==> src/sysmon_pkg.sv <==
package sysmon_pkg;

  // widths
  localparam int BYTECNT_W  = 7;             // host byte count width
  localparam int SENSOR_W   = 12;            // monitor adc code width
  localparam int DRP_DATA_W = 16;            // drp data word
  localparam int DRP_ADDR_W = 7;             // drp address space
  localparam int ALM_N      = 5;             // alarm outputs of the core

  typedef logic [7:0]            reg_addr_t;    // host register address
  typedef logic [7:0]            byte_t;        // host data byte
  typedef logic [BYTECNT_W-1:0]  bytecnt_t;     // only bit 0 selects the byte
  typedef logic [DRP_ADDR_W-1:0] drp_addr_t;
  typedef logic [DRP_DATA_W-1:0] drp_data_t;
  typedef logic [SENSOR_W-1:0]   sensor_code_t; // left justified in a drp word
  typedef logic [ALM_N-1:0]      alarm_vec_t;

  // alarm bit positions
  localparam int ALM_OT     = 0;             // over-temperature
  localparam int ALM_TEMP   = 1;             // user temperature limit
  localparam int ALM_VCCINT = 2;
  localparam int ALM_VCCAUX = 3;
  localparam int ALM_VBRAM  = 4;

  // host register map
  localparam reg_addr_t REG_DRP_ADDR = 8'h10;  // drp address plus write flag
  localparam reg_addr_t REG_DRP_DATA = 8'h11;  // 16 bit word, bytecnt 0 is low byte
  localparam reg_addr_t REG_STAT     = 8'h12;  // held alarms and busy

  localparam int DRP_WR_BIT    = 7;          // write flag in REG_DRP_ADDR
  localparam int STAT_BUSY_BIT = 7;          // busy flag in REG_STAT

  // drp measurement addresses, read only
  localparam drp_addr_t DRP_TEMP   = 7'h00;
  localparam drp_addr_t DRP_VCCINT = 7'h01;
  localparam drp_addr_t DRP_VCCAUX = 7'h02;
  localparam drp_addr_t DRP_VBRAM  = 7'h06;

  // drp limit addresses, read write
  localparam drp_addr_t DRP_LIM_TEMP   = 7'h50;
  localparam drp_addr_t DRP_LIM_VCCINT = 7'h51;
  localparam drp_addr_t DRP_LIM_VCCAUX = 7'h52;
  localparam drp_addr_t DRP_LIM_OT     = 7'h53;
  localparam drp_addr_t DRP_LIM_VBRAM  = 7'h56;

  localparam drp_data_t LIM_RESET = 16'hFFF0;  // every limit out of reset

  localparam int DRP_LATENCY = 2;            // den to drdy in cycles

  // sensor code into drp word format
  function automatic drp_data_t left_justify(sensor_code_t code);
    return {code, {(DRP_DATA_W - SENSOR_W){1'b0}}};  // zero fill below the code
  endfunction

endpackage
==> src/drp_if.sv <==
`timescale 1ns/1ps

// dynamic reconfiguration port between register block and monitor core
interface drp_if;

  logic                  den;    // one cycle access strobe
  logic                  dwe;    // write qualifier for den
  sysmon_pkg::drp_addr_t daddr;  // register select
  sysmon_pkg::drp_data_t di;     // write data
  sysmon_pkg::drp_data_t dout;   // read data valid with drdy
  logic                  drdy;   // one cycle access done

  modport master (
    output den,
    output dwe,
    output daddr,
    output di,
    input  dout,
    input  drdy
  );

  modport slave (
    input  den,
    input  dwe,
    input  daddr,
    input  di,
    output dout,
    output drdy
  );

endinterface

==> src/sysmon_top.sv <==
`timescale 1ns/1ps

module sysmon_top (
  input  logic                     clk_usb,
  input  logic                     reset_i,
  input  sysmon_pkg::reg_addr_t    reg_address,   // host register select
  input  sysmon_pkg::bytecnt_t     reg_bytecnt,   // byte within the register
  input  sysmon_pkg::byte_t        reg_datai,     // host write data
  input  logic                     reg_read,      // host read strobe
  input  logic                     reg_write,     // host write strobe
  input  sysmon_pkg::sensor_code_t temp_code,     // digital sensor codes
  input  sysmon_pkg::sensor_code_t vccint_code,
  input  sysmon_pkg::sensor_code_t vccaux_code,
  input  sysmon_pkg::sensor_code_t vbram_code,
  output sysmon_pkg::byte_t        reg_datao,     // host read data
  output logic                     sysmon_error,  // OR of held alarms
  output sysmon_pkg::sensor_code_t sysmon_temp    // temp code one cycle late
);

  sysmon_pkg::alarm_vec_t alarms;  // raw core alarms into the sticky bits

  drp_if drp_bus ();               // register block to core

  sysmon_regs regs_i (
    .clk_usb      (clk_usb),
    .reset_i      (reset_i),
    .reg_address  (reg_address),
    .reg_bytecnt  (reg_bytecnt),
    .reg_datai    (reg_datai),
    .reg_read     (reg_read),
    .reg_write    (reg_write),
    .alarms       (alarms),
    .reg_datao    (reg_datao),
    .sysmon_error (sysmon_error),
    .drp          (drp_bus.master)
  );

  sysmon_core core_i (
    .clk_usb     (clk_usb),
    .reset_i     (reset_i),
    .temp_code   (temp_code),
    .vccint_code (vccint_code),
    .vccaux_code (vccaux_code),
    .vbram_code  (vbram_code),
    .alarms      (alarms),
    .temp_out    (sysmon_temp),
    .drp         (drp_bus.slave)
  );

endmodule

==> src/sysmon_core.sv <==
`timescale 1ns/1ps

module sysmon_core (
  input  logic                     clk_usb,
  input  logic                     reset_i,
  input  sysmon_pkg::sensor_code_t temp_code,    // die temperature code
  input  sysmon_pkg::sensor_code_t vccint_code,
  input  sysmon_pkg::sensor_code_t vccaux_code,
  input  sysmon_pkg::sensor_code_t vbram_code,
  output sysmon_pkg::alarm_vec_t   alarms,       // live compare results
  output sysmon_pkg::sensor_code_t temp_out,     // registered temp code
  drp_if.slave                     drp
);

  // sampled sensor codes
  sysmon_pkg::sensor_code_t temp_q;
  sysmon_pkg::sensor_code_t vccint_q;
  sysmon_pkg::sensor_code_t vccaux_q;
  sysmon_pkg::sensor_code_t vbram_q;

  sysmon_pkg::drp_data_t lim  [sysmon_pkg::ALM_N];  // limit regs indexed by alarm bit
  sysmon_pkg::drp_data_t meas [sysmon_pkg::ALM_N];  // measurement seen by each alarm
  sysmon_pkg::drp_data_t rd_mux;                    // read data at den time

  logic [sysmon_pkg::DRP_LATENCY-1:0] vld_pipe;                          // den delay line
  sysmon_pkg::drp_data_t              dat_pipe [sysmon_pkg::DRP_LATENCY]; // read data delay

  // sensor codes registered every cycle
  always_ff @(posedge clk_usb) begin
    temp_q   <= temp_code;
    vccint_q <= vccint_code;
    vccaux_q <= vccaux_code;
    vbram_q  <= vbram_code;
  end

  assign temp_out = temp_q;

  // compare operands in drp word format
  always_comb begin
    meas[sysmon_pkg::ALM_OT]     = sysmon_pkg::left_justify(temp_q);  // ot uses temperature
    meas[sysmon_pkg::ALM_TEMP]   = sysmon_pkg::left_justify(temp_q);
    meas[sysmon_pkg::ALM_VCCINT] = sysmon_pkg::left_justify(vccint_q);
    meas[sysmon_pkg::ALM_VCCAUX] = sysmon_pkg::left_justify(vccaux_q);
    meas[sysmon_pkg::ALM_VBRAM]  = sysmon_pkg::left_justify(vbram_q);
  end

  // alarm when strictly above limit
  always_comb begin
    for (int i = 0; i < sysmon_pkg::ALM_N; i++) begin
      alarms[i] = meas[i] > lim[i];
    end
  end

  // limit register file
  always_ff @(posedge clk_usb) begin
    if (reset_i) begin
      for (int i = 0; i < sysmon_pkg::ALM_N; i++) begin
        lim[i] <= sysmon_pkg::LIM_RESET;
      end
    end else if (drp.den && drp.dwe) begin
      case (drp.daddr)
        sysmon_pkg::DRP_LIM_TEMP:   lim[sysmon_pkg::ALM_TEMP]   <= drp.di;
        sysmon_pkg::DRP_LIM_VCCINT: lim[sysmon_pkg::ALM_VCCINT] <= drp.di;
        sysmon_pkg::DRP_LIM_VCCAUX: lim[sysmon_pkg::ALM_VCCAUX] <= drp.di;
        sysmon_pkg::DRP_LIM_OT:     lim[sysmon_pkg::ALM_OT]     <= drp.di;
        sysmon_pkg::DRP_LIM_VBRAM:  lim[sysmon_pkg::ALM_VBRAM]  <= drp.di;
        default: begin
          // measurements and unmapped space ignore writes
        end
      endcase
    end
  end

  // drp read decode
  always_comb begin
    case (drp.daddr)
      sysmon_pkg::DRP_TEMP:       rd_mux = sysmon_pkg::left_justify(temp_q);
      sysmon_pkg::DRP_VCCINT:     rd_mux = sysmon_pkg::left_justify(vccint_q);
      sysmon_pkg::DRP_VCCAUX:     rd_mux = sysmon_pkg::left_justify(vccaux_q);
      sysmon_pkg::DRP_VBRAM:      rd_mux = sysmon_pkg::left_justify(vbram_q);
      sysmon_pkg::DRP_LIM_TEMP:   rd_mux = lim[sysmon_pkg::ALM_TEMP];
      sysmon_pkg::DRP_LIM_VCCINT: rd_mux = lim[sysmon_pkg::ALM_VCCINT];
      sysmon_pkg::DRP_LIM_VCCAUX: rd_mux = lim[sysmon_pkg::ALM_VCCAUX];
      sysmon_pkg::DRP_LIM_OT:     rd_mux = lim[sysmon_pkg::ALM_OT];
      sysmon_pkg::DRP_LIM_VBRAM:  rd_mux = lim[sysmon_pkg::ALM_VBRAM];
      default:                    rd_mux = '0;  // unmapped reads as zero
    endcase
  end

  // ready timing
  always_ff @(posedge clk_usb) begin
    if (reset_i) begin
      vld_pipe <= '0;
    end else begin
      vld_pipe[0] <= drp.den;
      for (int i = 1; i < sysmon_pkg::DRP_LATENCY; i++) begin
        vld_pipe[i] <= vld_pipe[i-1];
      end
    end
  end

  // read data travels alongside the valid bits
  always_ff @(posedge clk_usb) begin
    dat_pipe[0] <= rd_mux;
    for (int i = 1; i < sysmon_pkg::DRP_LATENCY; i++) begin
      dat_pipe[i] <= dat_pipe[i-1];  // overlapping accesses keep their own data
    end
  end

  assign drp.drdy = vld_pipe[sysmon_pkg::DRP_LATENCY-1];
  assign drp.dout = dat_pipe[sysmon_pkg::DRP_LATENCY-1];

  // master never qualifies a write outside an access
  a_dwe_with_den: assert property (
    @(posedge clk_usb) disable iff (reset_i) drp.dwe |-> drp.den
  ) else $error("dwe asserted without den");

endmodule

==> src/sysmon_regs.sv <==
`timescale 1ns/1ps

module sysmon_regs (
  input  logic                   clk_usb,
  input  logic                   reset_i,
  input  sysmon_pkg::reg_addr_t  reg_address,   // host register select
  input  sysmon_pkg::bytecnt_t   reg_bytecnt,   // byte within the register
  input  sysmon_pkg::byte_t      reg_datai,     // host write data
  input  logic                   reg_read,      // host read strobe
  input  logic                   reg_write,     // host write strobe
  input  sysmon_pkg::alarm_vec_t alarms,        // raw alarms from the core
  output sysmon_pkg::byte_t      reg_datao,     // host read data
  output logic                   sysmon_error,  // any held alarm
  drp_if.master                  drp
);

  sysmon_pkg::drp_addr_t  addr_q;      // last accepted drp address
  sysmon_pkg::drp_data_t  din_q;       // outgoing write word
  sysmon_pkg::drp_data_t  rdata_q;     // read hold word
  sysmon_pkg::alarm_vec_t alarm_hold;  // sticky alarms
  logic                   den_q;
  logic                   dwe_q;
  logic                   busy_q;      // access in flight

  logic wr_addr;                       // host write to drp address reg
  logic wr_data;                       // host write to drp data reg
  logic wr_stat;                       // host write to status reg
  logic start;                         // accepted drp access

  assign wr_addr = reg_write && (reg_address == sysmon_pkg::REG_DRP_ADDR);
  assign wr_data = reg_write && (reg_address == sysmon_pkg::REG_DRP_DATA);
  assign wr_stat = reg_write && (reg_address == sysmon_pkg::REG_STAT);
  assign start   = wr_addr && !busy_q;  // address writes while busy are dropped

  // drp master strobes
  always_ff @(posedge clk_usb) begin
    if (reset_i) begin
      den_q  <= 1'b0;
      dwe_q  <= 1'b0;
      addr_q <= '0;
    end else begin
      den_q <= start;                                                 // single pulse
      dwe_q <= start && reg_datai[sysmon_pkg::DRP_WR_BIT];            // write when bit 7 set
      if (start) begin
        addr_q <= reg_datai[sysmon_pkg::DRP_ADDR_W-1:0];
      end
    end
  end

  // busy from accepted address write until drdy
  always_ff @(posedge clk_usb) begin
    if (reset_i) begin
      busy_q <= 1'b0;
    end else if (start) begin
      busy_q <= 1'b1;
    end else if (drp.drdy) begin
      busy_q <= 1'b0;
    end
  end

  // write word built one byte at a time
  always_ff @(posedge clk_usb) begin
    if (wr_data) begin
      if (reg_bytecnt[0]) begin
        din_q[15:8] <= reg_datai;  // high byte
      end else begin
        din_q[7:0] <= reg_datai;   // low byte
      end
    end
  end

  // read hold word loaded on drdy
  always_ff @(posedge clk_usb) begin
    if (drp.drdy) begin
      rdata_q <= drp.dout;
    end
  end

  // transient alarms held until host clears them
  always_ff @(posedge clk_usb) begin
    if (reset_i) begin
      alarm_hold <= '0;
    end else if (wr_stat) begin
      alarm_hold <= '0;                  // clear wins over a new alarm
    end else begin
      alarm_hold <= alarm_hold | alarms;
    end
  end

  assign sysmon_error = |alarm_hold;

  // host read mux
  always_comb begin
    reg_datao = '0;                      // zero when not reading
    if (reg_read) begin
      case (reg_address)
        sysmon_pkg::REG_DRP_ADDR: begin
          reg_datao = {1'b0, addr_q};
        end
        sysmon_pkg::REG_DRP_DATA: begin
          reg_datao = reg_bytecnt[0] ? rdata_q[15:8] : rdata_q[7:0];
        end
        sysmon_pkg::REG_STAT: begin
          reg_datao[sysmon_pkg::ALM_N-1:0]     = alarm_hold;
          reg_datao[sysmon_pkg::STAT_BUSY_BIT] = busy_q;
        end
        default: begin
          reg_datao = '0;                // unmapped
        end
      endcase
    end
  end

  assign drp.den   = den_q;
  assign drp.dwe   = dwe_q;
  assign drp.daddr = addr_q;
  assign drp.di    = din_q;

  // a new access only starts from idle
  a_den_from_idle: assert property (
    @(posedge clk_usb) disable iff (reset_i) $rose(drp.den) |-> !$past(busy_q)
  ) else $error("den raised while an access was in flight");

  // the core only answers an access we started
  a_drdy_in_busy: assert property (
    @(posedge clk_usb) disable iff (reset_i) drp.drdy |-> busy_q
  ) else $error("drdy outside of a pending access");

endmodule

==> config.mk <==
export PLATFORM = sky130hd
export DESIGN_NAME = sysmon_top
export DESIGN_NICKNAME = d
export VERILOG_FILES = /design/src/sysmon_pkg.sv /design/src/drp_if.sv /design/src/sysmon_top.sv /design/src/sysmon_core.sv /design/src/sysmon_regs.sv
export SDC_FILE = /design/constraint.sdc
export NUM_CORES = 1
export LEC_CHECK = 0
export BUFFER_PORTS_ARGS = -buffer_cell sky130_fd_sc_hd__buf_4
export CORE_UTILIZATION = 30
export CTS_CLUSTER_SIZE = 14
export DETAILED_ROUTE_END_ITERATION = 16
export GPL_TIMING_DRIVEN = 0
export PLACE_DENSITY = 0.55
export SETUP_SLACK_MARGIN = 0.3
export SYNTH_ARGS = -nofsm -noshare
export SYNTH_HDL_FRONTEND = slang
export SYNTH_HIERARCHICAL = 1
export SYNTH_SLANG_ARGS = --single-unit
==> constraint.sdc <==
create_clock -name clk_usb -period 2.4 [get_ports clk_usb]
set_input_delay 0.36 -clock clk_usb [delete_from_list [all_inputs] [get_ports clk_usb]]
set_output_delay 0.36 -clock clk_usb [all_outputs]
set_load 0.01 [all_outputs]
# After elaboration in Yosys (flattened, before gate mapping)
# Memories as Yosys holds them, arrays and structs flattened. A register that Yosys moved wholly into a read port is not among the register bits.
# Cells that the tools add are included.
# classes
order_cmp	5
n_reduce_logical	13
n_mux	35
eq_ne	11
bitwise_logic	7
# op_table
operator	count
16-bit one-hot mux with 9 select lines	1
16-bit > comparator	5
16-bit two-way mux	5
7-bit equality test (second input constant)	5
8-bit by 5-bit equality test with 1-bit output (second input constant)	3
1-bit two-way mux	24
8-bit two-way mux	2
5-bit one-hot mux with 3 select lines	1
7-bit by 1-bit equality test with 1-bit output (second input constant)	1
7-bit by 2-bit equality test with 1-bit output (second input constant)	1
7-bit by 3-bit equality test with 1-bit output (second input constant)	1
7-bit zero test	1
1-bit logical AND	6
1-bit bitwise OR	5
5-bit bitwise OR	1
5-bit OR reduction	1
2-bit one-hot mux with 2 select lines	1
2-bit AND reduction	2
1-bit one-hot mux with 2 select lines	1
2-bit nonzero test	1
2-bit OR reduction	1
1-bit zero test	1
1-bit NOT	1
# totals
register_bits	81
ramBits	112
mem_count	2
out_inout_bits	21
# mem_list
memory	words	width	rd	rd_ports_with_merged_regs	write_ports	line_no	source
core_i.lim	5	16	5	0	5	sysmon_core.sv:21	sysmon_pkg::drp_data_t lim [sysmon_pkg::ALM_N];
core_i.dat_pipe	2	16	2	1	2	sysmon_core.sv:26	sysmon_pkg::drp_data_t dat_pipe [sysmon_pkg::DRP_LATENCY];

# Longest topological paths before layout
# depth
word_depth	6
ltp_mapped	7

# By module
# The synthesis kept the hierarchy.
# modules_own_cells
module	n_inst	seq_area_each_um2	area_per_inst_um2	cells_per_inst
sysmon_core	1	4043.9	7155.6	587
sysmon_regs	1	1261.2	1866.8	128

# Worst setup path after synthesis
# OpenSTA, ideal clock, no wires.
# synth_timing
kind	input-to-reg
startpoint	input port reg_address[5]
endpoint	register regs_i.din_q[0] (netlist: regs_i/drp.di[0]), enable pin
arrival_time_ns	1.499
n_path_buf	0
setup_slack_ns	0.518
cell_stages	3
path_cell_list	nor4b_4 > nand3_1 > nor3_1
# synth_between
elab_chain_cells	3
# synth_rtl
item	line_no	source
start: declaration	sysmon_top.sv:6	input sysmon_pkg::reg_addr_t reg_address,
8-bit by 5-bit equality test with 1-bit output	sysmon_regs.sv:31	assign wr_data = reg_write && (reg_address == sysmon_pkg::REG_DRP_DATA);
1-bit logical AND	sysmon_regs.sv:31	
2-bit AND reduction (no line)	-	
end signal: assignment	sysmon_regs.sv:67	din_q[7:0] <= reg_datai;
end: declaration	sysmon_regs.sv:18	sysmon_pkg::drp_data_t din_q;
# No other way between the ends.
# A chain may end at the register's enable or synchronous reset.

==> results.sh <==
export IMPL_outcome="finished clean"
export IMPL_mappedNetlistArea_mm2=0.00902
export IMPL_hp_class="primary input to register"
export IMPL_post_synth_top_count_cell="edfxtp_1"
export IMPL_wl_um=25300
export IMPL_portBuffers=87
export IMPL_stdcell_count=1288
export IMPL_clk_pin_slew_ps=60
export IMPL_fin_crit_ps=2120
export IMPL_wl_per_cell_um=19.6
export IMPL_ys_seq_area_share_pct=58.8
export IMPL_synthArstFlopShare_pct=0
export IMPL_power_switching_mw=1.74
export IMPL_worstPathRequired_ps=2780
export IMPL_drv_cap=0
export IMPL_ys_flop_type="edfxtp_1"
export IMPL_fp_dieH_um=175
export IMPL_power_internal_mw=6.29
export IMPL_htreeDepth=1
export IMPL_crit_path_end_kind="register"
export IMPL_worst_slew_margin_rel_pct=18.5
export IMPL_post_dp_hpwl_um=18800
export IMPL_yosys_area_top_type_share_pct=37.3
export IMPL_synth_cells=715
export IMPL_fin_crit_sh_pct=88.5
export IMPL_antenna_found_initial=0
export IMPL_drt_iter0_drc=528
export IMPL_dr_pass1_iters=5
export IMPL_ys_warn_count=6
export IMPL_cts_sinks=209
export IMPL_clockBufferDepth=3
export IMPL_synth_cell_type_count=59
export IMPL_io_pins=96
export IMPL_synth_fp_nets=850
export IMPL_viasPerCell=4.77
export IMPL_reg2reg_depth=4
export IMPL_worst_path_max_delay_cell="nor2_2"
export IMPL_diodes=0
export IMPL_drv_slew=0
export IMPL_die_x_um=175
export IMPL_syn2layout_area_growth_pct=27.7
export IMPL_initial_core_util_pct=30.4
export IMPL_synthTopCellsByArea="edfxtp_1 (37%), dfxtp_1 (22%), ha_1 (8.3%)"
export IMPL_combPwrFrac_pct=5.0
export IMPL_whs_path_depth=1
export IMPL_p_leak_nw=5.03
export IMPL_gr_usage_all_layers_pct=16.6
export IMPL_synth_top_cell_by_area="edfxtp_1"
export IMPL_cp_start_kind="register"
export IMPL_die_area_mm2=0.0308
export IMPL_nets=1014
export IMPL_rows=63
export IMPL_grt_pass1_wl_um=37300
export IMPL_ys_top_cells_by_count="edfxtp_1 (112), dfxtp_1 (97), inv_1 (64)"
export IMPL_drive_gt1_share_pct=22.4
export IMPL_overflow=0
export IMPL_routabilityCongestion=0.867
export IMPL_power_density_mw_per_mm2=697
export IMPL_cts_buffers=25
export IMPL_max_stage_delay_ps=540
export IMPL_grt_max_degree=18
export IMPL_ant_nets=0
export IMPL_cp_max_fo=10
export IMPL_drc=0
export IMPL_ys_seq_elements=209
export IMPL_syn_area_per_cell_um2=12.6
export IMPL_skew_ps=30.0
export IMPL_switching_share_pct=21.7
export IMPL_arrival_ps=2510
export IMPL_clk_latency_ps=540
export IMPL_final_core_util_pct=38.9
export IMPL_seqPwrFrac_pct=48.5
export IMPL_critPathKind="register to register"
export IMPL_setup_violations=0
export IMPL_peakVddDrop_mv=0.433
export IMPL_tightest_slew_ps=1210
export IMPL_cts_root_buffer="clkbuf_16"
export IMPL_core_area_mm2=0.0296
export IMPL_placed_cells=1192
export IMPL_hold_violations=0
export IMPL_cts_tree="yes"
export IMPL_p_clk_share_pct=46.5
export IMPL_rsz0062_at_grt="true"
export IMPL_grt_pass1_vias=6202
export IMPL_crit_chain="nor2_2, clkbuf_2, a22oi_1, o311ai_1"
export IMPL_synth_edf_count=112
export IMPL_fmax_ghz=0.471
export IMPL_vias=6144
final timing paths:
| kind | start | end | slack (ps) |
|---|---|---|---|
| max | regs_i/drp.daddr[4] | core_i/dat_pipe[0][7] | 280 |
| min | reg_datai[5] | regs_i/drp.di[13] | 20 |
| max reg2reg | regs_i/drp.daddr[4] | core_i/dat_pipe[0][7] | 280 |
| min reg2reg | core_i/dat_pipe[0][10] | core_i/dat_pipe[0][26] | 330 |
state kept, by name, summed over array words and instances (netlist names):
register and flops:
regs_i/alarm_hold 5, core_i/vbram_q 12, regs_i/busy_q 1, core_i/vld_pipe 2, regs_i/drp.daddr 7, core_i/dat_pipe 32
core_i/vccaux_q 12, core_i/lim 80, core_i/temp_out 12, regs_i/rdata_q 16, core_i/vccint_q 12, regs_i/drp.dwe 1
regs_i/drp.den 1, regs_i/drp.di 16
final cells by class:
type,instances,area [µm²]
fill,2883,18100
sequential,209,5310
multi-input combinational,401,3210
timing repair buffer,137,1150
clock buffer,33,718
tap,390,488
buffer,41,294
inverter,64,240
clock inverter,13,109
per-layer routing:
metal / up-vias / GRT usage [%] / wire (µm)
met1: 2924 / 21.7 / 11300
li1: 2964 / - / -
met4: 0 / 5.07 / 636
met5: - / 0 / 0
met3: 44 / 2.81 / 1420
met2: 212 / 27.9 / 12000
what timing repair did:
action | CTS | global route
setup endpoints to repair | 139 | 30
buffers inserted | 1 | 0
endpoints found under the hold margin | 48 | 0
hold buffers | 48 | 0
pin swaps | 1 | 2
gates resized for setup | 13 | 4
worst max-delay path, delay by kind of cell, from the launching register on:
kind	cells	cell delay, ps
and+or+nand+nor	1	540
DFF	1	370
AOI/OAI and AO/OA	2	590
buffers and inverters	1	450
per-stage QoR:
step | area (µm²) | TNS [ps] | setup slack (ps) | power (mW) | hold slack, ps
2_1_floorplan | 9020 | 0 | 518 | 4.11 | 310
3_3_place_gp | 10200 | -876 | -97.8 | 4.31 | 312
3_5_place_dp | 10200 | -1830 | -181 | 4.32 | 312
4_1_cts | 11500 | 0 | 304 | 8.14 | 7.49
5_1_grt | 11500 | 0 | 260 | 8.33 | 7.92
6_report | 11500 | 0 | 277 | 8.04 | 22.6
logic make-up (layout without fill, tap and decap cells):
kind of cell | count (synthesis) | after routing | share of synthesized area [%]
flops | 209 | 209 | 58.8
compound gates | 156 | 156 | 12.2
simple gates | 147 | 147 | 10.5
buf+inv | 105 | 288 | 5.88
fa+ha+maj | 60 | 60 | 8.32
mux | 38 | 38 | 4.31
cell usage in the layout (no fill, tap or decap), types with 6 or more instances in the layout:
| cell | synthesis | routed |
|---|---|---|
| edfxtp_1 | 112 | 112 |
| buf_4 | 20 | 108 |
| dfxtp_1 | 97 | 93 |
| inv_1 | 64 | 64 |
| ha_1 | 60 | 60 |
| dlygate4sd3_1 | 0 | 48 |
| a21oi_1 | 35 | 35 |
| nand2_1 | 33 | 32 |
| mux2i_1 | 31 | 31 |
| nand2b_1 | 29 | 28 |
| clkbuf_16 | 0 | 27 |
| a22oi_1 | 26 | 26 |
| a22o_1 | 20 | 20 |
| nor2_1 | 19 | 19 |
| o21ai_0 | 18 | 18 |
| and4_1 | 10 | 10 |
| buf_2 | 7 | 8 |
| a21o_1 | 12 | 8 |
| buf_6 | 7 | 7 |
| mux2_2 | 7 | 7 |
| nor3_1 | 7 | 7 |
| nand4_1 | 7 | 7 |
| clkinv_2 | 0 | 6 |
| clkbuf_1 | 5 | 6 |
power groups by stage:
stage | logic, mW | clock network [mW] | registers [mW]
detailed placement | 0.341 | 0 | 3.98
finish | 0.404 | 3.73 | 3.90
floorplan | 0.164 | 0 | 3.95
global route | 0.443 | 3.98 | 3.90
global placement | 0.337 | 0 | 3.98
CTS | 0.406 | 3.83 | 3.90
Power figures use the tool's default switching activity.
